## config.mk

```make
export PLATFORM = sky130hd
export DESIGN_NAME = memoryIo
export DESIGN_NICKNAME = d
export VERILOG_FILES = /design/src/common/cpuPkg.sv /design/src/hdl/memoryIo.sv
export SDC_FILE = /design/constraint.sdc
export NUM_CORES = 2
export LEC_CHECK = 0
export CAP_MARGIN = 20
export CORE_ASPECT_RATIO = 1.25
export CORE_MARGIN = 1.5
export CORE_UTILIZATION = 60
export DETAILED_ROUTE_END_ITERATION = 10
export DONT_BUFFER_PORTS = 1
export GPL_TIMING_DRIVEN = 0
export PLACE_DENSITY = 0.75
export SYNTH_ARGS = -nofsm -noshare
export SYNTH_HDL_FRONTEND = slang
export SYNTH_SLANG_ARGS = --single-unit
```

## constraint.sdc

```tcl
create_clock -name clk -period 3.3 [get_ports clk]
set_input_delay 0 -clock clk [delete_from_list [all_inputs] [get_ports clk]]
set_output_delay 0 -clock clk [all_outputs]
set_load 0.1 [all_outputs]
```

## src/common/cpuPkg.sv

```systemverilog
package cpuPkg;

   // register and bus width
   localparam int dataWidth = 16;

   localparam int regAddrWidth = 3;
   localparam int numRegs = 2 ** regAddrWidth;

endpackage

```

## src/hdl/memoryIo.sv

```systemverilog
`timescale 1ns/1ps

module memoryIo #(
   parameter int dmemAddrWidth = 8
) (
   input  logic                         clk,
   input  logic                         rst,
   input  logic                         phase,
   input  logic                         writeEnable,
   input  logic [cpuPkg::dataWidth-1:0] address,
   input  logic [cpuPkg::dataWidth-1:0] storeData,
   input  logic                         outStrobe,
   input  logic                         halt,
   output logic [cpuPkg::dataWidth-1:0] loadData,
   output logic [cpuPkg::dataWidth-1:0] outData,
   output logic                         outValid,
   output logic                         halted
);

   import cpuPkg::*;

   logic [dataWidth-1:0]     dmem [2**dmemAddrWidth];
   logic [dmemAddrWidth-1:0] memAddr;

   assign memAddr = address[dmemAddrWidth-1:0]; // upper bits wrap

   always_ff @(posedge clk) begin
      if (phase && writeEnable)
         dmem[memAddr] <= storeData;
   end

   assign loadData = dmem[memAddr];

   // OUT value holds until the next OUT
   always_ff @(posedge clk) begin
      if (phase && outStrobe)
         outData <= storeData;
   end

   always_ff @(posedge clk) begin
      if (rst) begin
         outValid <= 1'b0;
         halted   <= 1'b0;
      end else begin
         outValid <= phase && outStrobe; // drops on the following fetch edge
         if (phase && halt)
            halted <= 1'b1;
      end
   end

endmodule

```

==> results_dict.tcl <==
set metrics [dict create \
    htree_levels 5 \
    path_clk_slew_ps 70 \
    rows 208 \
    synth_top_family_by_area "multiplexers" \
    outcome "complete, but fails checks" \
    areaGrowthSynthToFinish_pct 15.6 \
    clkLatencyLatePin_ps 900 \
    slowest_delay_ps 550 \
    startpoint_type "input port" \
    slew_headroom -0.123 \
    synth_compound_area_frac 0.0366 \
    fin_crit_ps 4080 \
    grt_pass1_vias 78900 \
    synth_enable_flop_cells 4112 \
    final_layout_size_suffix_gt1_frac 0.342 \
    yosys.area_share.simple 0.00849 \
    clockBufferDepth 4 \
    crit_required_ps 3300 \
    power_density_nw_per_um2 601 \
    muxShareOfSynthArea 0.148 \
    synthFlopType "edfxtp_1" \
    async_reset_ff_frac 0 \
    path_delay_family "buffers and inverters" \
    synth.most_common_cell "edfxtp_1" \
    vias 79100 \
    max_freq_ghz 0.245 \
    die_height_um 572 \
    grt_overflow_total 0 \
    crit_path_end "loadData[15]" \
    cts.sinks 4114 \
    worst_slack_ps -775 \
    slew_viol_final 337 \
    gp_congestion 0.989 \
    violations "slew limit, setup timing" \
    dieArea_um2 262000 \
    synth_seq_cells 4114 \
    cts_buffers 378 \
    cp_max_fo 10 \
    synth_top_cell_area_share 0.795 \
    grt_pass1_wl_um 603000 \
    rsz0062_at_grt "true" \
    crit_chain "buf_2 > clkbuf_4 > clkbuf_1 > buf_8 > mux4_2 > a22oi_2 > a21oi_1 > o41ai_4 > buf_4 > nand4_1 > clkbuf_16" \
    r2r_end "halted" \
    ys_warn_count 0 \
    final_net_count 7400 \
    dr.pass1.iters 8 \
    grt_max_degree 258 \
    rrSetupSlack_ps 1460 \
    synthXorXnorAreaFrac 0 \
    coreArea_um2 257000 \
    p_leak_nw 54.9 \
    synth_top_cell_by_area "edfxtp_1" \
    cts_setup_buffers 0 \
    hold_viol 0 \
    syn_avg_cell_area_um2 23.1 \
    vias_per_cell 7.17 \
    synthAdderAreaFrac 0 \
    startpoint "address[1]" \
    fp.dieW_um 458 \
    slowest_stage "nand4_1" \
    worstReg2RegStart "halted" \
    ant_nets 0 \
    root_buffer "clkbuf_16" \
    synthTopCellsByArea "edfxtp_1 (80%), mux4_2 (15%), a22oi_1 (2.5%)" \
    cp.arrival_ps 4080 \
    reg2regPathDepth 3 \
    ys_types 21 \
    finalSetupViolations 856 \
    wl_um 438000 \
    io_buffers 0 \
    drt_first_iter_violations 12800 \
    final_util 0.698 \
    crit_buf_inv 6 \
    worst_pin_slew_ps 1690 \
    vdd_ir_drop_max_v 0.000417 \
    critPathKind "in -> out" \
    dpl_cell_area_um2 164000 \
    route.detailed.drc 0 \
    dp_hpwl_um 260000 \
    yosysSeqAreaShare 0.795 \
    drv_cap 0 \
    hold_class "in -> reg" \
    syn_inst 6710 \
    io_pins 72 \
    synth_commonest_cells "edfxtp_1 (4,112), mux4_2 (1,024), a22oi_1 (512)" \
    synth_area_um2 155000 \
    start_util 0.604 \
    crit_cells 11 \
    hold_depth 3 \
    fin_skew_ps 0 \
    grt_usage 0.333 \
    antenna_found_initial 13 \
    synth_nets 6748 \
    end_kind "output pin" \
    finalPower_mw 108 \
    cts_tree "done" \
    post_drt_wl_per_cell_um 39.7 \
    fin_area_um2 180000 \
    min_period_over_period 1.23 \
]
-- placed cells by master (no fill, tap or decap), types with 88 or more instances in the layout --
cell type,n
edfxtp_1,4112
mux4_2,1024
clkbuf_16,401
a22oi_1,371
clkbuf_1,228
nor2_2,192
a21oi_1,148
a22oi_2,141
buf_8,127
clkbuf_2,89
a21oi_2,88
-- worst min path at each step --
stage | start | end
global placement | rst | outValid
floorplan | rst | outValid
CTS | writeEnable | dmem[245][15]
finish | address[7] | dmem[189][6]
global route | address[7] | dmem[189][12]
detailed placement | rst | halted
-- tightest hold or removal path, cell delays in order --
cell and delay, ps:
nor2b_1 200, nand3_1 370, nor2_4 200
-- layout make-up --
| type | count | area [um2] |
|---|---|---|
| flip-flops and latches | 4114 | 124000 |
| fillers | 14200 | 77600 |
| multi-input cells | 2184 | 33000 |
| clock buffers | 448 | 9920 |
| repair buffers | 273 | 4440 |
| well taps | 3360 | 4200 |
| clock inverters | 217 | 2340 |
| plain buffers | 411 | 2040 |
| diodes | 20 | 50.0 |
-- per-stage QoR --
stage          setup TNS, ps  setup WS (ps)  hold WS, ps  std cells
6_report              -78810           -775         51.3      11000
4_1_cts                -7420           -590         11.9      11000
2_1_floorplan              0            505         71.6       6710
5_1_grt               -17750           -578         49.5      11000
3_5_place_dp        -3268790          -1640         77.4      10300
3_3_place_gp               -          -3630         72.4      10100
-- logic make-up (layout without fill, tap and decap cells) --
logic type | after synthesis | in the layout
AND/OR/NAND/NOR | 327 | 327
flip-flops | 4114 | 4114
buffers and inverters | 412 | 1349
multiplexers | 1024 | 1024
other | 0 | 20
AO/OA/AOI/OAI | 833 | 833
-- metal layers --
layer | vias to the layer above | track usage | wire length, um
met1 | 41200 | 0.419 | 143000
met3 | 1347 | 0.0935 | 54600
met4 | 18 | 0.216 | 34600
li1 | 30300 | - | -
met2 | 6232 | 0.515 | 206000
met5 | - | 0.000549 | 319
-- what timing repair did --
item,4_1_cts,5_1_grt
hold buffers,41,0
resized for setup,400,208
pin swaps,63,61
setup endpoints to repair,1827,229
cloned,0,0
hold endpoints to repair,4386,0
-- state kept, by name, summed over array words and instances, names as in the netlist --
register / flops
dmem: 4096
outValid: 1
outData: 16
halted: 1
-- power breakdown --
part | internal [mW] | leakage, nW | switching (mW) | total [mW]
Sequential | 57.6 | 37.0 | 0.129 | 57.7
Combinational | 1.92 | 11.9 | 4.04 | 5.96
Clock | 25.0 | 5.99 | 19.2 | 44.2
Power figures use the tool's default switching activity.
