===== config.mk =====
export PLATFORM = sky130hd
export DESIGN_NAME = aluUnit
export DESIGN_NICKNAME = d
export VERILOG_FILES = /design/src/common/cpuPkg.sv /design/src/common/isaPkg.sv /design/src/execute/aluUnit.sv
export SDC_FILE = /design/constraint.sdc
export NUM_CORES = 1
export LEC_CHECK = 0
export ABC_AREA = 1
export BUFFER_PORTS_ARGS = -buffer_cell sky130_fd_sc_hd__clkbuf_2
export CAP_MARGIN = 10
export CORE_AREA = 2 2 144 146
export DETAILED_ROUTE_END_ITERATION = 8
export DIE_AREA = 0 0 146 148
export PLACE_DENSITY = 0.5
export SYNTH_ARGS = -nofsm -noshare
export SYNTH_HDL_FRONTEND = slang
export SYNTH_SLANG_ARGS = --single-unit

===== constraint.sdc =====
create_clock -name clk -period 3 [get_ports clk]
set_input_delay 0.3 -clock clk [delete_from_list [all_inputs] [get_ports clk]]
set_output_delay 0.3 -clock clk [all_outputs]
set_load 0.01 [all_outputs]

===== src/common/cpuPkg.sv =====
package cpuPkg;

   // register and bus width
   localparam int dataWidth = 16;

   localparam int regAddrWidth = 3;
   localparam int numRegs = 2 ** regAddrWidth;

endpackage


===== src/common/isaPkg.sv =====
package isaPkg;

   // instruction class, bits 15:14
   localparam logic [1:0] clsLoad  = 2'b00;
   localparam logic [1:0] clsStore = 2'b01;
   localparam logic [1:0] clsImm   = 2'b10;
   localparam logic [1:0] clsArith = 2'b11;

   // op field of the arithmetic class
   localparam logic [3:0] opAdd = 4'd0;
   localparam logic [3:0] opSub = 4'd1;
   localparam logic [3:0] opAnd = 4'd2;
   localparam logic [3:0] opOr  = 4'd3;
   localparam logic [3:0] opXor = 4'd4;
   localparam logic [3:0] opCmp = 4'd5;
   localparam logic [3:0] opMov = 4'd6;
   localparam logic [3:0] opSll = 4'd8;
   localparam logic [3:0] opSlr = 4'd9;
   localparam logic [3:0] opSrl = 4'd10;
   localparam logic [3:0] opSra = 4'd11;
   localparam logic [3:0] opIn  = 4'd12;
   localparam logic [3:0] opOut = 4'd13;
   localparam logic [3:0] opHlt = 4'd15;

   // ALU select, same values as the op field where they overlap
   localparam logic [3:0] aluAdd  = 4'd0;
   localparam logic [3:0] aluSub  = 4'd1;
   localparam logic [3:0] aluAnd  = 4'd2;
   localparam logic [3:0] aluOr   = 4'd3;
   localparam logic [3:0] aluXor  = 4'd4;
   localparam logic [3:0] aluSll  = 4'd8;
   localparam logic [3:0] aluSlr  = 4'd9;
   localparam logic [3:0] aluSrl  = 4'd10;
   localparam logic [3:0] aluSra  = 4'd11;
   localparam logic [3:0] aluPass = 4'd12; // result is operand B
   localparam logic [3:0] aluNone = 4'd15;

   localparam logic [2:0] immLi   = 3'b000;
   localparam logic [2:0] immAddi = 3'b001;
   localparam logic [2:0] immBr   = 3'b100;
   localparam logic [2:0] immBcc  = 3'b111;

   localparam logic [2:0] condEq     = 3'b000;
   localparam logic [2:0] condLt     = 3'b001;
   localparam logic [2:0] condLe     = 3'b010;
   localparam logic [2:0] condNe     = 3'b011;
   localparam logic [2:0] condCs     = 3'b100; // carry set
   localparam logic [2:0] condAlways = 3'b111; // decoder drives this for plain B

   typedef union packed {
      struct packed {
         logic [1:0] cls;
         logic [2:0] rs;
         logic [2:0] rd;
         logic [3:0] op;
         logic [3:0] shamt;
      } arith;
      struct packed {
         logic [1:0] cls;
         logic [2:0] ra;   // op2 in the immediate class
         logic [2:0] rb;   // cond for BE
         logic [7:0] disp;
      } imm;
   } instrWord;

endpackage


===== src/execute/aluUnit.sv =====
`timescale 1ns/1ps

module aluUnit (
   input  logic                         clk,
   input  logic                         rst,
   input  logic                         phase,
   input  logic [3:0]                   aluSel,
   input  logic                         arMux,
   input  logic                         brMux,
   input  logic                         signEx,
   input  logic [cpuPkg::dataWidth-1:0] regA,
   input  logic [cpuPkg::dataWidth-1:0] regB,
   input  logic [cpuPkg::dataWidth-1:0] pc,
   input  logic [7:0]                   disp,
   input  logic [3:0]                   shamt,
   input  logic                         flagWrite,
   input  logic [2:0]                   cond,
   input  logic                         pcLoad,
   output logic [cpuPkg::dataWidth-1:0] aluResult,
   output logic                         condMet
);

   import isaPkg::*;
   import cpuPkg::*;

   localparam int msb = dataWidth - 1;

   logic [dataWidth-1:0]   opA, opB, immExt;
   logic [dataWidth:0]     sum;     // carry in the top bit
   logic [2*dataWidth-1:0] rotWide;
   logic                   carry, overflow;
   logic                   flagS, flagZ, flagC, flagV;
   logic                   condTrue;

   assign immExt = signEx ? {{(dataWidth-8){disp[7]}}, disp} : {{(dataWidth-8){1'b0}}, disp};
   assign opA = arMux ? regA : pc;
   assign opB = brMux ? regB : immExt;

   always_comb begin
      sum       = '0;
      rotWide   = {opA, opA} << shamt;
      carry     = 1'b0;
      overflow  = 1'b0;
      aluResult = '0;
      case (aluSel)
         aluAdd: begin
            sum       = {1'b0, opA} + {1'b0, opB};
            aluResult = sum[msb:0];
            carry     = sum[dataWidth];
            overflow  = (opA[msb] == opB[msb]) && (sum[msb] != opA[msb]);
         end
         aluSub: begin
            sum       = {1'b0, opA} - {1'b0, opB};
            aluResult = sum[msb:0];
            carry     = sum[dataWidth]; // borrow
            overflow  = (opA[msb] != opB[msb]) && (sum[msb] != opA[msb]);
         end
         aluAnd:  aluResult = opA & opB;
         aluOr:   aluResult = opA | opB;
         aluXor:  aluResult = opA ^ opB;
         aluSll:  aluResult = opA << shamt;
         aluSlr:  aluResult = rotWide[2*dataWidth-1:dataWidth]; // rotate left
         aluSrl:  aluResult = opA >> shamt;
         aluSra:  aluResult = $signed(opA) >>> shamt;
         aluPass: aluResult = opB;
         default: aluResult = '0;
      endcase
   end

   always_ff @(posedge clk) begin
      if (rst) begin
         {flagS, flagZ, flagC, flagV} <= '0;
      end else if (phase && flagWrite) begin
         flagS <= aluResult[msb];
         flagZ <= (aluResult == '0);
         flagC <= carry;
         flagV <= overflow;
      end
   end

   // conditions look at flags from earlier instructions
   always_comb begin
      case (cond)
         condEq:     condTrue = flagZ;
         condLt:     condTrue = flagS ^ flagV;
         condLe:     condTrue = flagZ | (flagS ^ flagV);
         condNe:     condTrue = !flagZ;
         condCs:     condTrue = flagC;
         condAlways: condTrue = 1'b1;
         default:    condTrue = 1'b0;
      endcase
   end

   assign condMet = pcLoad && condTrue;

endmodule


==> results.py <==
metrics = {
    "outcome": {
        "status": "finished, final reports clean",
    },
    "clock_network": {
        "clock_latency_ns": 0.23,
        "clk_path_buf_depth": 2,
        "cts_buffers": 3,
        "htreeDepth": 1,
        "clk_pin_slew_worst_paths_ns": 0.03,
        "cts_hold_buf": 0,
        "cts_tree": "yes",
        "cts_sinks": 4,
        "cts.root.buffer_cell": "clkbuf_16",
    },
    "yosys": {
        "syn_inst": 1175,
        "syn_avg_cell_area_um2": 5.00,
        "yosysWarnings": 0,
        "synth_nets": 1304,
        "ys_seq_area_share_pct": 1.36,
        "ys_ff_latch": 4,
        "ys_types": 45,
        "synth_area_um2": 5880,
    },
    "cells_and_area": {
        "drive_above_1_share_pct": 29.9,
        "stdcell_count": 1656,
        "area_growth_pct": 38.7,
        "antenna_cells": 0,
        "final_util_pct": 40.7,
        "nNetsFinal": 1517,
    },
    "grt": {
        "grt_pass1_wl_mm": 40.4,
        "antenna_found_initial": 0,
        "grt-ovfl-total": 0,
        "grt_pass1_vias": 7673,
        "track_usage_pct": 23.3,
        "grt_start_max_net_pins": 39,
    },
    "drt": {
        "route.detailed.drc": 0,
        "wire_per_inst_um": 15.6,
        "viasPerCell": 4.97,
        "wirelength_mm": 25.9,
        "vias": 8237,
        "final_antenna_net_count": 0,
        "drtIter0Drc": 642,
        "firstDrtPassIters": 6,
    },
    "critical_path": {
        "rrSetupSlack_ns": 2.35,
        "worstPathArrival_ns": 2.57,
        "crit_type": "in -> out",
        "cp_max_fo": 8,
        "r2r_start": "flagV",
        "r2r_cells": 2,
        "worstPathRequired_ns": 2.70,
        "cp-start-kind": "primary input",
        "r2r-end": "flagV",
        "end_kind": "primary output",
    },
    "timing": {
        "min_period_ns": 2.87,
        "post-route-period-util_pct": 95.5,
        "rsz0062_at_grt": "yes",
        "finalHoldViolCount": 0,
        "holdWs_ns": 0.259,
        "setup_violations": 0,
        "fmax_mhz": 349,
        "clock_skew_ns": 0,
        "worstMarginPinSlew_ns": 0.651,
        "slew_violations": 0,
        "worst_slew_margin_rel_pct": 56.5,
    },
    "floorplan": {
        "initial_utilization_pct": 29.3,
        "die_width_um": 146,
        "core_area_um2": 20000,
        "die_h_um": 148,
        "rows": 52,
        "die_area_um2": 21600,
        "pin_count": 92,
    },
    "power": {
        "cellPowerDensity_nw_per_um2": 248,
        "p_leak_uw": 0.00461,
        "ir_drop_mv": 0.142,
    },
    "min_path": {
        "hold_depth": 2,
        "min_to": "flagZ",
        "min_path_type": "in -> reg",
        "hold_start": "rst",
    },
    "placed_design": {
        "numPortBuffers": 91,
        "hpwl_mm": 21.9,
        "place_congestion": 0.989,
        "dp_cells": 1651,
    },
    "job": {
        "drv_cap": 0,
    },
}
## cells in the mapped netlist, drive strengths merged
cell type,count,area [um2]
a21boi,2,15.0
a21o,2,15.0
a21oi,35,190
a22oi,1,7.51
and2,3,18.8
and3,1,6.26
buf,34,224
clkbuf,11,43.8
clkinv,2,12.5
dfxtp,4,80.1
fa,2,40.0
ha,52,651
inv,161,607
nand2,429,1670
nand3,218,1210
nand3b,2,15.0
nand4,18,113
nor2,109,424
nor3,11,55.1
nor4,2,12.5
o2111ai,4,35.0
o211ai,4,30.0
o21ai,47,258
o21bai,2,15.0
o221ai,1,8.76
o22ai,11,68.8
or2,4,25.0
xnor2,2,17.5
xor2,1,8.76
## registers in the layout, summed over array words and instances, names as in the netlist
signal  count
flagC       1
flagS       1
flagV       1
flagZ       1
## metrics by stage
| step | instance area [um2] | TNS [ns] | setup WS [ns] | power [uW] |
|---|---|---|---|---|
| after floorplan | 5880 | 0 | 0.246 | 984 |
| after global placement | 7610 | -1.35 | -0.286 | 1660 |
| after detailed placement | 7610 | -1.36 | -0.286 | 1660 |
| after CTS | 7770 | 0 | 0.00611 | 1900 |
| after global routing | 8160 | -0.175 | -0.0596 | 2210 |
| final | 8160 | 0 | 0.134 | 2030 |
## critical path, cell delays in order
cell and delay, ns:
clkbuf_2 0.12, inv_4 0.06, buf_4 0.19, o21ai_4 0.21
inv_1 0.10, ha_4 0.28, inv_1 0.09, nand2_1 0.10
nor2_1 0.18, nand3_1 0.15, nand3_2 0.16, nand2_1 0.07
nand3_1 0.06, nand2_1 0.07, inv_1 0.06, nand3_1 0.16
clkbuf_2 0.18
## routing by layer
layer  up-vias  wire (um)  global-route usage (%)
met3        55       1320                    1.82
met5         -          0                       0
met1      3709      11800                    31.8
li1       4190          -                       -
met2       283      11700                    38.7
met4         0       1080                    8.35
## worst max-delay path by stage
stage / from / to / slack [ns]
after floorplan: brMux / flagZ / 0.25
after global routing: brMux / aluResult[15] / -0.06
after CTS: arMux / aluResult[14] / 0.006
after global placement: arMux / flagZ / -0.29
final: brMux / aluResult[11] / 0.13
after detailed placement: brMux / flagZ / -0.29
## cells by family (layout without fill, tap and decap cells)
logic type / after synthesis / count (layout) / synth area share (%)
flops: 4 / 4 / 1.36
fa+ha+maj: 54 / 54 / 11.7
buf+inv: 208 / 419 / 15.1
compound gates: 109 / 109 / 10.9
simple gates: 797 / 797 / 60.4
xor+xnor: 3 / 3 / 0.447
## repair_timing
item / CTS / global route
hold endpoints to repair: 0 / 0
setup buffers: 0 / 2
gates cloned: 1 / 0
gates resized for setup: 27 / 95
setup endpoints to repair: 11 / 16
pin swaps: 4 / 23
## cell usage in the layout, fill, tap and decap left out, types with 3 or more instances in the layout
| cell type | Yosys | routed |
|---|---|---|
| buf_6 | 5 | 4 |
| o21ai_2 | 6 | 9 |
| clkbuf_2 | 2 | 86 |
| nand2_1 | 404 | 379 |
| and2_1 | 3 | 3 |
| buf_4 | 4 | 158 |
| nand2_2 | 25 | 47 |
| nand4_1 | 18 | 18 |
| ha_4 | 0 | 14 |
| nor2_4 | 1 | 4 |
| inv_1 | 154 | 150 |
| nand3_1 | 194 | 187 |
| or2_2 | 4 | 3 |
| clkbuf_16 | 0 | 3 |
| nor3_1 | 11 | 8 |
| nand3_2 | 24 | 31 |
| o21ai_0 | 30 | 26 |
| nor3_2 | 0 | 3 |
| a21oi_1 | 31 | 26 |
| o2111ai_1 | 4 | 4 |
| nor2_2 | 3 | 14 |
| inv_2 | 6 | 10 |
| o22ai_1 | 11 | 11 |
| ha_1 | 52 | 34 |
| a21oi_4 | 0 | 3 |
| a21oi_2 | 4 | 6 |
| nor2_1 | 105 | 91 |
| nand2_4 | 0 | 3 |
| ha_2 | 0 | 4 |
| buf_2 | 22 | 5 |
| o21ai_1 | 11 | 10 |
| dfxtp_1 | 4 | 4 |
| o211ai_1 | 4 | 4 |
## power breakdown
part	total (uW)	switching [uW]	internal (uW)
Clock	208	37.8	170
Combinational	1760	1040	720
Sequential	57.8	1.54	56.3
Total	2030	1080	947
## layout make-up
class | instances | area [um2]
Inverter | 163 | 619
Sequential cell | 4 | 80.1
Fill cell | 2353 | 11900
Tap cell | 270 | 338
Multi-Input combinational cell | 963 | 5360
Timing Repair Buffer | 253 | 1690
Clock buffer | 3 | 75.1
(Power assumes the default switching activity.)
