--- src/common/cpuPkg.sv ---
package cpuPkg;

   // register and bus width
   localparam int dataWidth = 16;

   localparam int regAddrWidth = 3;
   localparam int numRegs = 2 ** regAddrWidth;

endpackage

--- src/common/isaPkg.sv ---
package isaPkg;

   // instruction class, bits 15:14
   localparam logic [1:0] clsLoad  = 2'b00;
   localparam logic [1:0] clsStore = 2'b01;
   localparam logic [1:0] clsImm   = 2'b10;
   localparam logic [1:0] clsArith = 2'b11;

   // op field of the arithmetic class
   localparam logic [3:0] opAdd = 4'd0;
   localparam logic [3:0] opSub = 4'd1;
   localparam logic [3:0] opAnd = 4'd2;
   localparam logic [3:0] opOr  = 4'd3;
   localparam logic [3:0] opXor = 4'd4;
   localparam logic [3:0] opCmp = 4'd5;
   localparam logic [3:0] opMov = 4'd6;
   localparam logic [3:0] opSll = 4'd8;
   localparam logic [3:0] opSlr = 4'd9;
   localparam logic [3:0] opSrl = 4'd10;
   localparam logic [3:0] opSra = 4'd11;
   localparam logic [3:0] opIn  = 4'd12;
   localparam logic [3:0] opOut = 4'd13;
   localparam logic [3:0] opHlt = 4'd15;

   // ALU select, same values as the op field where they overlap
   localparam logic [3:0] aluAdd  = 4'd0;
   localparam logic [3:0] aluSub  = 4'd1;
   localparam logic [3:0] aluAnd  = 4'd2;
   localparam logic [3:0] aluOr   = 4'd3;
   localparam logic [3:0] aluXor  = 4'd4;
   localparam logic [3:0] aluSll  = 4'd8;
   localparam logic [3:0] aluSlr  = 4'd9;
   localparam logic [3:0] aluSrl  = 4'd10;
   localparam logic [3:0] aluSra  = 4'd11;
   localparam logic [3:0] aluPass = 4'd12; // result is operand B
   localparam logic [3:0] aluNone = 4'd15;

   localparam logic [2:0] immLi   = 3'b000;
   localparam logic [2:0] immAddi = 3'b001;
   localparam logic [2:0] immBr   = 3'b100;
   localparam logic [2:0] immBcc  = 3'b111;

   localparam logic [2:0] condEq     = 3'b000;
   localparam logic [2:0] condLt     = 3'b001;
   localparam logic [2:0] condLe     = 3'b010;
   localparam logic [2:0] condNe     = 3'b011;
   localparam logic [2:0] condCs     = 3'b100; // carry set
   localparam logic [2:0] condAlways = 3'b111; // decoder drives this for plain B

   typedef union packed {
      struct packed {
         logic [1:0] cls;
         logic [2:0] rs;
         logic [2:0] rd;
         logic [3:0] op;
         logic [3:0] shamt;
      } arith;
      struct packed {
         logic [1:0] cls;
         logic [2:0] ra;   // op2 in the immediate class
         logic [2:0] rb;   // cond for BE
         logic [7:0] disp;
      } imm;
   } instrWord;

endpackage

--- src/decode/decodeUnit.sv ---
`timescale 1ns/1ps

module decodeUnit (
   input  isaPkg::instrWord                instr,
   output logic                            signEx,
   output logic                            arMux,
   output logic                            brMux,
   output logic [3:0]                      aluSel,
   output logic                            inputMux,
   output logic                            writeEnable,
   output logic                            regWrite,
   output logic [cpuPkg::regAddrWidth-1:0] writeAddress,
   output logic                            adrMux,
   output logic                            pcLoad,
   output logic [2:0]                      cond,
   output logic                            flagWrite,
   output logic                            outStrobe,
   output logic                            halt
);

   import isaPkg::*;

   always_comb begin
      signEx       = 1'b0;
      arMux        = 1'b1;
      brMux        = 1'b1;
      aluSel       = aluNone;
      inputMux     = 1'b0;
      writeEnable  = 1'b0;
      regWrite     = 1'b0;
      writeAddress = instr.arith.rd;
      adrMux       = 1'b1; // write-back from the ALU
      pcLoad       = 1'b0;
      cond         = condAlways;
      flagWrite    = 1'b0;
      outStrobe    = 1'b0;
      halt         = 1'b0;

      case (instr.arith.cls)
         clsLoad: begin
            writeAddress = instr.imm.ra; // load target is Ra
            brMux        = 1'b0;
            aluSel       = aluAdd;
            regWrite     = 1'b1;
            adrMux       = 1'b0;
         end
         clsStore: begin
            brMux       = 1'b0;
            aluSel      = aluAdd;
            writeEnable = 1'b1;
         end
         clsImm: begin
            signEx = 1'b1;
            brMux  = 1'b0;
            case (instr.imm.ra)
               immLi: begin
                  aluSel   = aluPass;
                  regWrite = 1'b1;
               end
               immAddi: begin
                  aluSel   = aluAdd;
                  regWrite = 1'b1;
               end
               immBr: begin
                  arMux  = 1'b0; // PC+1 plus disp
                  aluSel = aluAdd;
                  pcLoad = 1'b1;
               end
               immBcc: begin
                  arMux  = 1'b0;
                  aluSel = aluAdd;
                  pcLoad = 1'b1;
                  cond   = instr.imm.rb;
               end
               default: ;
            endcase
         end
         clsArith: begin
            case (instr.arith.op)
               opAdd, opSub, opAnd, opOr, opXor, opSll, opSlr, opSrl, opSra: begin
                  aluSel    = instr.arith.op;
                  regWrite  = 1'b1;
                  flagWrite = 1'b1;
               end
               opCmp: begin
                  aluSel    = aluSub; // flags only
                  flagWrite = 1'b1;
               end
               opMov: begin
                  aluSel    = aluPass;
                  regWrite  = 1'b1;
                  flagWrite = 1'b1;
               end
               opIn: begin
                  inputMux = 1'b1;
                  regWrite = 1'b1;
               end
               opOut:   outStrobe = 1'b1;
               opHlt:   halt = 1'b1;
               default: ;
            endcase
         end
         default: ;
      endcase
   end

endmodule

--- config.mk ---
export PLATFORM = sky130hd
export DESIGN_NAME = decodeUnit
export DESIGN_NICKNAME = d
export VERILOG_FILES = /design/src/common/cpuPkg.sv /design/src/common/isaPkg.sv /design/src/decode/decodeUnit.sv
export SDC_FILE = /design/constraint.sdc
export NUM_CORES = 1
export LEC_CHECK = 0
export BUFFER_PORTS_ARGS = -buffer_cell sky130_fd_sc_hd__buf_2
export CORE_AREA = 2 2 39 41
export DETAILED_ROUTE_END_ITERATION = 8
export DIE_AREA = 0 0 41 43
export PLACE_DENSITY = 0.56
export SYNTH_ARGS = -nofsm -noshare
export SYNTH_HDL_FRONTEND = slang
export SYNTH_SLANG_ARGS = --single-unit
--- constraint.sdc ---
create_clock -name vclk -period 0.8
set_input_delay 0 -clock vclk [all_inputs]
set_output_delay 0 -clock vclk [all_outputs]
set_load 0.01 [all_outputs]
==> impl_metrics.env, run 1 <==
export IMPL_yosysWarnings=0
export IMPL_top_level_ports=37
export IMPL_fp_dieH_um=43
export IMPL_dp_cells=97
export IMPL_instances_no_fill=98
export IMPL_crit_required_ns=0.80
export IMPL_drc=0
export IMPL_leakage_uw=0.000315
export IMPL_cp_arrival_ns=0.86
export IMPL_tightest_slew_ns=0.209
export IMPL_cp_start_kind="input pin"
export IMPL_netlist_instances=45
export IMPL_avgSynthCellArea_um2=6.31
export IMPL_grt_ovfl_total=0
export IMPL_detail_route_antenna_nets=0
export IMPL_peakVddDrop_mv=0.179
export IMPL_synth_compound_area_share_pct=23.8
export IMPL_period_minus_slack_ns=0.860
export IMPL_numPortBuffers=33
export IMPL_finalCritPeriodShare_pct=108
export IMPL_hold_end="writeEnable"
export IMPL_max_freq_mhz=1160
export IMPL_seq_cell_count=0
export IMPL_status="finished, violations left"
export IMPL_fp_row_count=14
export IMPL_setup_viol=2
export IMPL_synthAdderAreaFrac_pct=0
export IMPL_detail_route_first_pass_iterations=4
export IMPL_grt_pass1_wl_um=1380
export IMPL_worstSetupPathType="in -> out"
export IMPL_routed_wl_um=1120
export IMPL_ys_types=21
export IMPL_fin_nets=100
export IMPL_yosys_area_share_simple_pct=52.0
export IMPL_yosysSeqAreaShare_pct=0
export IMPL_post_drt_wl_per_cell_um=11.4
export IMPL_postLayoutCoreUtil_pct=43.7
export IMPL_cp_end_kind="primary output"
export IMPL_via_per_inst=4.77
export IMPL_rsz0062_at_grt="true"
export IMPL_grt_max_degree=8
export IMPL_hold_depth=3
export IMPL_core_area_um2=1380
export IMPL_die_x_um=41
export IMPL_cp_max_fo=6
export IMPL_synth_mux_area_share_pct=11.9
export IMPL_vias=467
export IMPL_setup_ws_ns=-0.0602
export IMPL_max_slew_margin_rel_pct=86.0
export IMPL_finalMaxSlewViolations=0
export IMPL_dp_final_hpwl_um=766
export IMPL_min_path_type="in -> out"
export IMPL_track_usage_pct=10.3
export IMPL_holdCritStartpoint="instr[15]"
export IMPL_power_density_nw_per_um2=538
export IMPL_antenna_found_initial=0
export IMPL_drv_cap=0
export IMPL_syn_num_nets=61
export IMPL_area_growth_pct=113
export IMPL_violations="negative setup slack"
export IMPL_register_area_um2=0
export IMPL_drt_iter0_drc=3
export IMPL_dieArea_um2=1760
export IMPL_drive_gt1_share_pct=58.5
export IMPL_syn_cell_area_um2=284
export IMPL_synth_xor_area_share_pct=3.08
export IMPL_place_congestion=0.699
export IMPL_grt_pass1_vias=363
export IMPL_start_util_pct=20.5
export IMPL_finalHoldViolCount=0
export IMPL_clock_buffers=0
export IMPL_synth_top_family_by_area="simple AND/OR/NAND/NOR gates"
export IMPL_n_antenna_cell=0
-- worst max path at each step --
| stage | endpoint | cells past startpoint | start | slack (ns) |
|---|---|---|---|---|
| floorplan | cond[0] | 4 | instr[14] | 0.08 |
| global placement | aluSel[2] | 5 | instr[12] | -0.12 |
| detailed placement | aluSel[3] | 5 | instr[12] | -0.15 |
| CTS | aluSel[3] | 5 | instr[11] | -0.07 |
| global route | aluSel[2] | 5 | instr[12] | -0.11 |
| finish | aluSel[3] | 5 | instr[12] | -0.06 |
-- cells by family (layout without fill, tap and decap cells) --
group / count (synthesis) / after routing
mux: 3 / 3
compound gates: 11 / 11
xor+xnor: 1 / 1
simple gates: 25 / 25
buf+inv: 5 / 42
-- cell type report --
| cell class | count | area, um2 |
|---|---|---|
| Fill cell | 146 | 779 |
| Tap cell | 16 | 20.0 |
| Timing Repair Buffer | 38 | 267 |
| Multi-Input combinational cell | 40 | 303 |
| Inverter | 4 | 15.0 |
-- power by group --
| part | internal, uW | leakage [uW] | switching, uW |
|---|---|---|---|
| combinational | 176 | 0.000315 | 149 |
| sequential | 0 | 0 | 0 |
| clock | 0 | 0 | 0 |
| total | 176 | 0.000315 | 149 |
-- cells in the final DEF, fill, tap and decap left out --
cell type / instances
nand2_1: 2
o21ai_0: 1
nor2_1: 3
buf_4: 3
buf_8: 1
buf_2: 26
xnor2_4: 1
nor3b_1: 2
nor2_2: 1
and3b_2: 1
and2b_2: 1
a22oi_1: 1
and4_4: 1
buf_12: 1
nand2b_1: 5
nand3_1: 4
a21boi_0: 1
o22ai_1: 1
buf_6: 7
nor2b_1: 2
mux2_4: 3
inv_1: 4
a2111o_1: 1
o21ai_1: 3
nor3_2: 1
nor3b_2: 1
nand4_1: 1
a21oi_1: 3
-- layer usage --
layer	GRT usage, %	wire length, um	up-vias
met5	0	0	-
met4	0	0	0
met3	0	129	0
met2	19.7	560	31
met1	12.7	426	199
li1	-	-	237
-- metrics by stage --
step	cell area, um2	worst slack [ns]	hold WS, ns	total power [uW]	TNS [ns]
finish	604	-0.0602	0.259	325	-0.117
global route	604	-0.114	0.283	354	-0.222
CTS	534	-0.0700	0.281	284	-0.159
detailed placement	488	-0.151	0.281	248	-0.375
global placement	488	-0.121	0.276	246	-0.305
floorplan	284	0.0778	0.0464	122	0
-- cells in the mapped netlist (2+ instances only) --
master    n  share of area, %
nor3b_1   3               7.9
nand3_1   4               7.0
nand2b_1  5                11
nor2_1    4               5.3
inv_1     4               5.3
o21ai_0   4               7.0
a21oi_1   3               5.3
nand2_1   2               2.6
nor2b_1   2               4.4
mux2_2    3                12
-- repair_timing --
action | in CTS | in global routing
endpoints found under the setup margin | 9 | 10
buffers inserted | 0 | 1
pin swaps | 2 | 5
hold buffers | 0 | 0
gates resized for setup | 13 | 16
-- critical path, cell delays in order --
cell and delay [ns]:
buf_12 0.11, xnor2_4 0.13, a2111o_1 0.39, o21ai_1 0.08, buf_2 0.14
Power figures use the tool's default switching activity.
==> run 2: changes to the inputs <==
- GPL_TIMING_DRIVEN: default -> 0
==> run 2 against run 1 <==
Against the previous run: the run still ends with negative setup slack left; global-route usage grew 1.0 points; non-clock buffer count decreased by 3; cell count fell by 3.1%; power is 14% lower; first-iteration DRC count fell by 33%; die area stayed put; sequential share of layout area unchanged; utilization shrank 5.4 points; critical path depth unchanged; maximum frequency fell by 0.99%; via count is 1.7% lower; routed wire length is 8.3% lower; critical path type unchanged; critical endpoint is now aluSel[2].
==> impl_metrics.env, run 2 (synthesis results as in run 1) <==
export IMPL_track_usage_pct=11.3
export IMPL_drive_gt1_share_pct=55.7
export IMPL_cts_hold_buf=0
export IMPL_drt_iter0_drc=2
export IMPL_status="finished, violations left"
export IMPL_drv_cap=0
export IMPL_dp_final_hpwl_um=766
export IMPL_numPortBuffers=32
export IMPL_setup_viol=6
export IMPL_max_slew_margin_rel_pct=85.7
export IMPL_finalHoldViolCount=0
export IMPL_seq_power_share_pct=0
export IMPL_swShare_pct=49.9
export IMPL_leakage_uw=0.000275
export IMPL_place_congestion=0.625
export IMPL_area_growth_pct=86.3
export IMPL_dieArea_um2=1760
export IMPL_detail_route_first_pass_iterations=2
export IMPL_pre_cts_slack_ns=-0.167
export IMPL_n_antenna_cell=0
export IMPL_antenna_found_initial=0
export IMPL_vias=459
export IMPL_seq_cell_count=0
export IMPL_worstSetupPathType="in -> out"
export IMPL_p_clk_share_pct=0
export IMPL_pwr_share_comb_pct=100.0
export IMPL_cp_max_fo=5
export IMPL_die_x_um=41
export IMPL_final_cell_mix="buf_2, nand2b_1, inv_1, nand3_1"
export IMPL_routed_wl_um=1020
export IMPL_peakVddDrop_mv=0.198
export IMPL_grt_max_degree=10
export IMPL_grt_pass1_wl_um=1490
export IMPL_period_minus_slack_ns=0.869
export IMPL_grt_pass1_vias=356
export IMPL_start_util_pct=20.5
export IMPL_drc=0
export IMPL_cp_arrival_ns=0.87
export IMPL_setup_ws_ns=-0.0688
export IMPL_finalMaxSlewViolations=0
export IMPL_via_per_inst=4.83
export IMPL_hold_ws_ns=0.280
export IMPL_tightest_slew_ns=0.213
export IMPL_rsz0062_at_grt="true"
export IMPL_p_int_uw=140
export IMPL_switchingPower_uw=139
export IMPL_fp_dieH_um=43
export IMPL_power_density_nw_per_um2=526
export IMPL_top_level_ports=37
export IMPL_final_common_cell="buf_2"
export IMPL_cp_start_kind="input pin"
export IMPL_post_drt_wl_per_cell_um=10.8
export IMPL_fin_nets=97
export IMPL_max_freq_mhz=1150
export IMPL_clock_buffers=0
export IMPL_register_area_um2=0
export IMPL_detail_route_antenna_nets=0
export IMPL_instances_no_fill=95
export IMPL_postLayoutCoreUtil_pct=38.2
export IMPL_finalCritPeriodShare_pct=109
export IMPL_dp_cells=93
export IMPL_tns_ns=-0.132
export IMPL_min_path_type="in -> out"
export IMPL_cp_end_kind="primary output"
export IMPL_startpoint="instr[12]"
export IMPL_core_area_um2=1380
export IMPL_crit_required_ns=0.80
export IMPL_holdCritStartpoint="instr[9]"
export IMPL_violations="negative setup slack"
export IMPL_fp_row_count=14
export IMPL_grt_ovfl_total=0
[run 2: cell types whose count changed in the layout (fill, tap and decap cells not counted), sizes merged]
cell  before  now
buf       38   35
[run 2: timing repair]
action | CTS | global route
endpoints found under the setup margin | 10 | 10
buffers inserted | 1 | 1
pin swaps | 2 | 2
gates resized for setup | 9 | 6
[run 2: through the flow]
stage	power [uW]	cell area, um2
floorplan	122	284
global placement	236	464
detailed placement	237	464
CTS	258	497
global route	308	529
finish	278	529
[run 2: power by group through the flow]
stage	combinational, uW	clock (uW)	sequential [uW]
floorplan	122	0	0
finish	278	0	0
detailed placement	237	0	0
CTS	258	0	0
global route	308	0	0
global placement	236	0	0
[run 2: worst paths after layout]
path   endpoint  slack [ns]  depth (start not counted)
max   aluSel[2]       -0.07                          5
min     cond[1]        0.28                          3
[run 2: critical path, stage by stage]
cell      delay (ns)
buf_12          0.11
xnor2_4         0.13
a2111o_1        0.39
o21ai_1         0.09
buf_2           0.15
[run 2: final cells by class]
class | instances | area [um2]
fill | 152 | 855
multi-input combinational | 40 | 284
timing repair buffer | 34 | 199
tap | 16 | 20.0
inverter | 4 | 15.0
buffer | 1 | 11.3
[run 2: metal layers]
metal,wire [um],vias up,GRT usage (%)
met5,0,-,0
li1,-,234,-
met1,455,196,14.6
met3,116,0,0
met4,0,0,0
met2,451,29,20.9
==> run 3: changes to the inputs <==
- BUFFER_PORTS_ARGS: -buffer_cell sky130_fd_sc_hd__buf_2 -> -buffer_cell sky130_fd_sc_hd__buf_4
==> run 3 against run 2 <==
Against the previous run: the flow still finishes with violations (negative setup slack); routed wire length rose by 5.6%; non-clock buffer count decreased by 1; first-iteration DRC count stayed put; count of clock-buffer cells in the layout stayed put; combinational power is 14% higher; die area did not move; global-route usage is 0.70 points higher; setup slack better by 0.0043 ns; flip-flop and latch count stayed put; maximum frequency is 0.49% higher; hold slack got worse by 0.0037 ns; power up 14%; critical path type unchanged; largest power group unchanged.
==> impl_metrics.env, run 3 (synthesis results as in run 1) <==
export IMPL_status="finished, violations left"
export IMPL_violations="negative setup slack"
export IMPL_p_int_uw=176
export IMPL_crit_cells=5
export IMPL_grt_pass1_wl_um=1630
export IMPL_worstSetupPathType="in -> out"
export IMPL_final_common_cell="buf_4"
export IMPL_cpMaxStageDelayCell="a2111o_1"
export IMPL_instances_no_fill=94
export IMPL_max_freq_mhz=1160
export IMPL_critPathTopFamily="compound AO/OA/AOI/OAI gates"
export IMPL_max_slew_margin_rel_pct=85.1
export IMPL_startpoint="instr[11]"
export IMPL_grt_max_degree=10
export IMPL_finalCritPeriodShare_pct=108
export IMPL_tightest_slew_ns=0.222
export IMPL_post_drt_wl_per_cell_um=11.5
export IMPL_leakage_uw=0.000299
export IMPL_drc=0
export IMPL_pre_cts_slack_ns=-0.141
export IMPL_grt_ovfl_total=0
export IMPL_crit_required_ns=0.80
export IMPL_peakVddDrop_mv=0.201
export IMPL_detail_route_first_pass_iterations=4
export IMPL_cp_end_kind="primary output"
export IMPL_tns_ns=-0.138
export IMPL_cp_start_kind="input pin"
export IMPL_fp_dieH_um=43
export IMPL_drv_cap=0
export IMPL_start_util_pct=20.5
export IMPL_cp_buffers_inverters=2
export IMPL_pwr_share_comb_pct=100.0
export IMPL_power_density_nw_per_um2=534
export IMPL_fp_row_count=14
export IMPL_final_cell_mix="buf_4, nand2b_1, buf_6, inv_1, nand3_1"
export IMPL_cp_max_fo=6
export IMPL_top_level_ports=37
export IMPL_hold_ws_ns=0.276
export IMPL_die_x_um=41
export IMPL_totalPowerFinal_uw=318
export IMPL_seq_power_share_pct=0
export IMPL_grt_pass1_vias=404
export IMPL_period_minus_slack_ns=0.865
export IMPL_place_congestion=0.661
export IMPL_finalHoldViolCount=0
export IMPL_routed_wl_um=1080
export IMPL_core_area_um2=1380
export IMPL_vias=448
export IMPL_p_clk_share_pct=0
export IMPL_via_per_inst=4.77
export IMPL_area_growth_pct=110
export IMPL_track_usage_pct=12.0
export IMPL_dp_cells=93
export IMPL_finalMaxSlewViolations=0
export IMPL_drt_iter0_drc=2
export IMPL_swShare_pct=44.6
export IMPL_min_path_type="in -> out"
export IMPL_drive_gt1_share_pct=56.4
export IMPL_setup_ws_ns=-0.0646
export IMPL_switchingPower_uw=142
export IMPL_seq_cell_count=0
export IMPL_crit_path_end="aluSel[3]"
export IMPL_setup_viol=5
export IMPL_n_antenna_cell=0
export IMPL_rsz0062_at_grt="true"
export IMPL_detail_route_antenna_nets=0
export IMPL_clock_buffers=0
export IMPL_fin_nets=96
export IMPL_cp_arrival_ns=0.86
export IMPL_numPortBuffers=32
export IMPL_dieArea_um2=1760
export IMPL_hold_depth=3
export IMPL_path_cells="buf_6 > nor3b_1 > a2111o_1 > o21ai_1 > buf_4"
export IMPL_antenna_found_initial=0
export IMPL_cpPeakStageDelay_ns=0.41
export IMPL_register_area_um2=0
export IMPL_dp_final_hpwl_um=813
[run 3: cell count changes in the layout (fill, tap and decap cells not counted), moves of 2 or more]
cell,before,now
mux2_2,3,1
buf_6,2,4
buf_2,29,0
buf_4,3,30
mux2_4,0,2
[run 3: final cells by class]
type,count,area (um2)
plain buffers,1,11.3
multi-input cells,40,290
inverters,4,15.0
well taps,16,20.0
fillers,162,788
repair buffers,33,259
[run 3: metal layers]
layer / wire (um) / up-vias / global-route usage (%)
met4: 0 / 0 / 0
met2: 456 / 31 / 21.6
met3: 159 / 0 / 1.05
met1: 464 / 189 / 15.5
li1: - / 228 / -
met5: 0 / - / 0
[run 3: worst min path at each step]
stage | startpoint | to | slack, ns
global placement | instr[8] | cond[0] | 0.27
CTS | instr[10] | cond[2] | 0.28
global route | instr[10] | cond[2] | 0.29
detailed placement | instr[10] | cond[2] | 0.28
floorplan | instr[15] | writeEnable | 0.05
finish | instr[9] | cond[1] | 0.28
[run 3: power by group through the flow]
stage | Clock (uW) | Combinational, uW | Sequential, uW
after floorplan | 0 | 122 | 0
after global placement | 0 | 284 | 0
after detailed placement | 0 | 285 | 0
after CTS | 0 | 305 | 0
after global routing | 0 | 350 | 0
final | 0 | 318 | 0
[run 3: through the flow]
| stage | cell area, um2 | util, % |
|---|---|---|
| CTS | 569 | 41.1 |
| global placement | 544 | 39.3 |
| global route | 596 | 43.0 |
| finish | 596 | 43.0 |
| floorplan | 284 | - |
| detailed placement | 544 | 39.3 |
[run 3: repair_timing]
action                                  in CTS  in global routing
resized for setup                            7                  7
hold buffers                                 0                  0
pin swaps                                    2                  1
cloned                                       0                  0
buffers inserted                             1                  0
endpoints found under the setup margin       9                  9
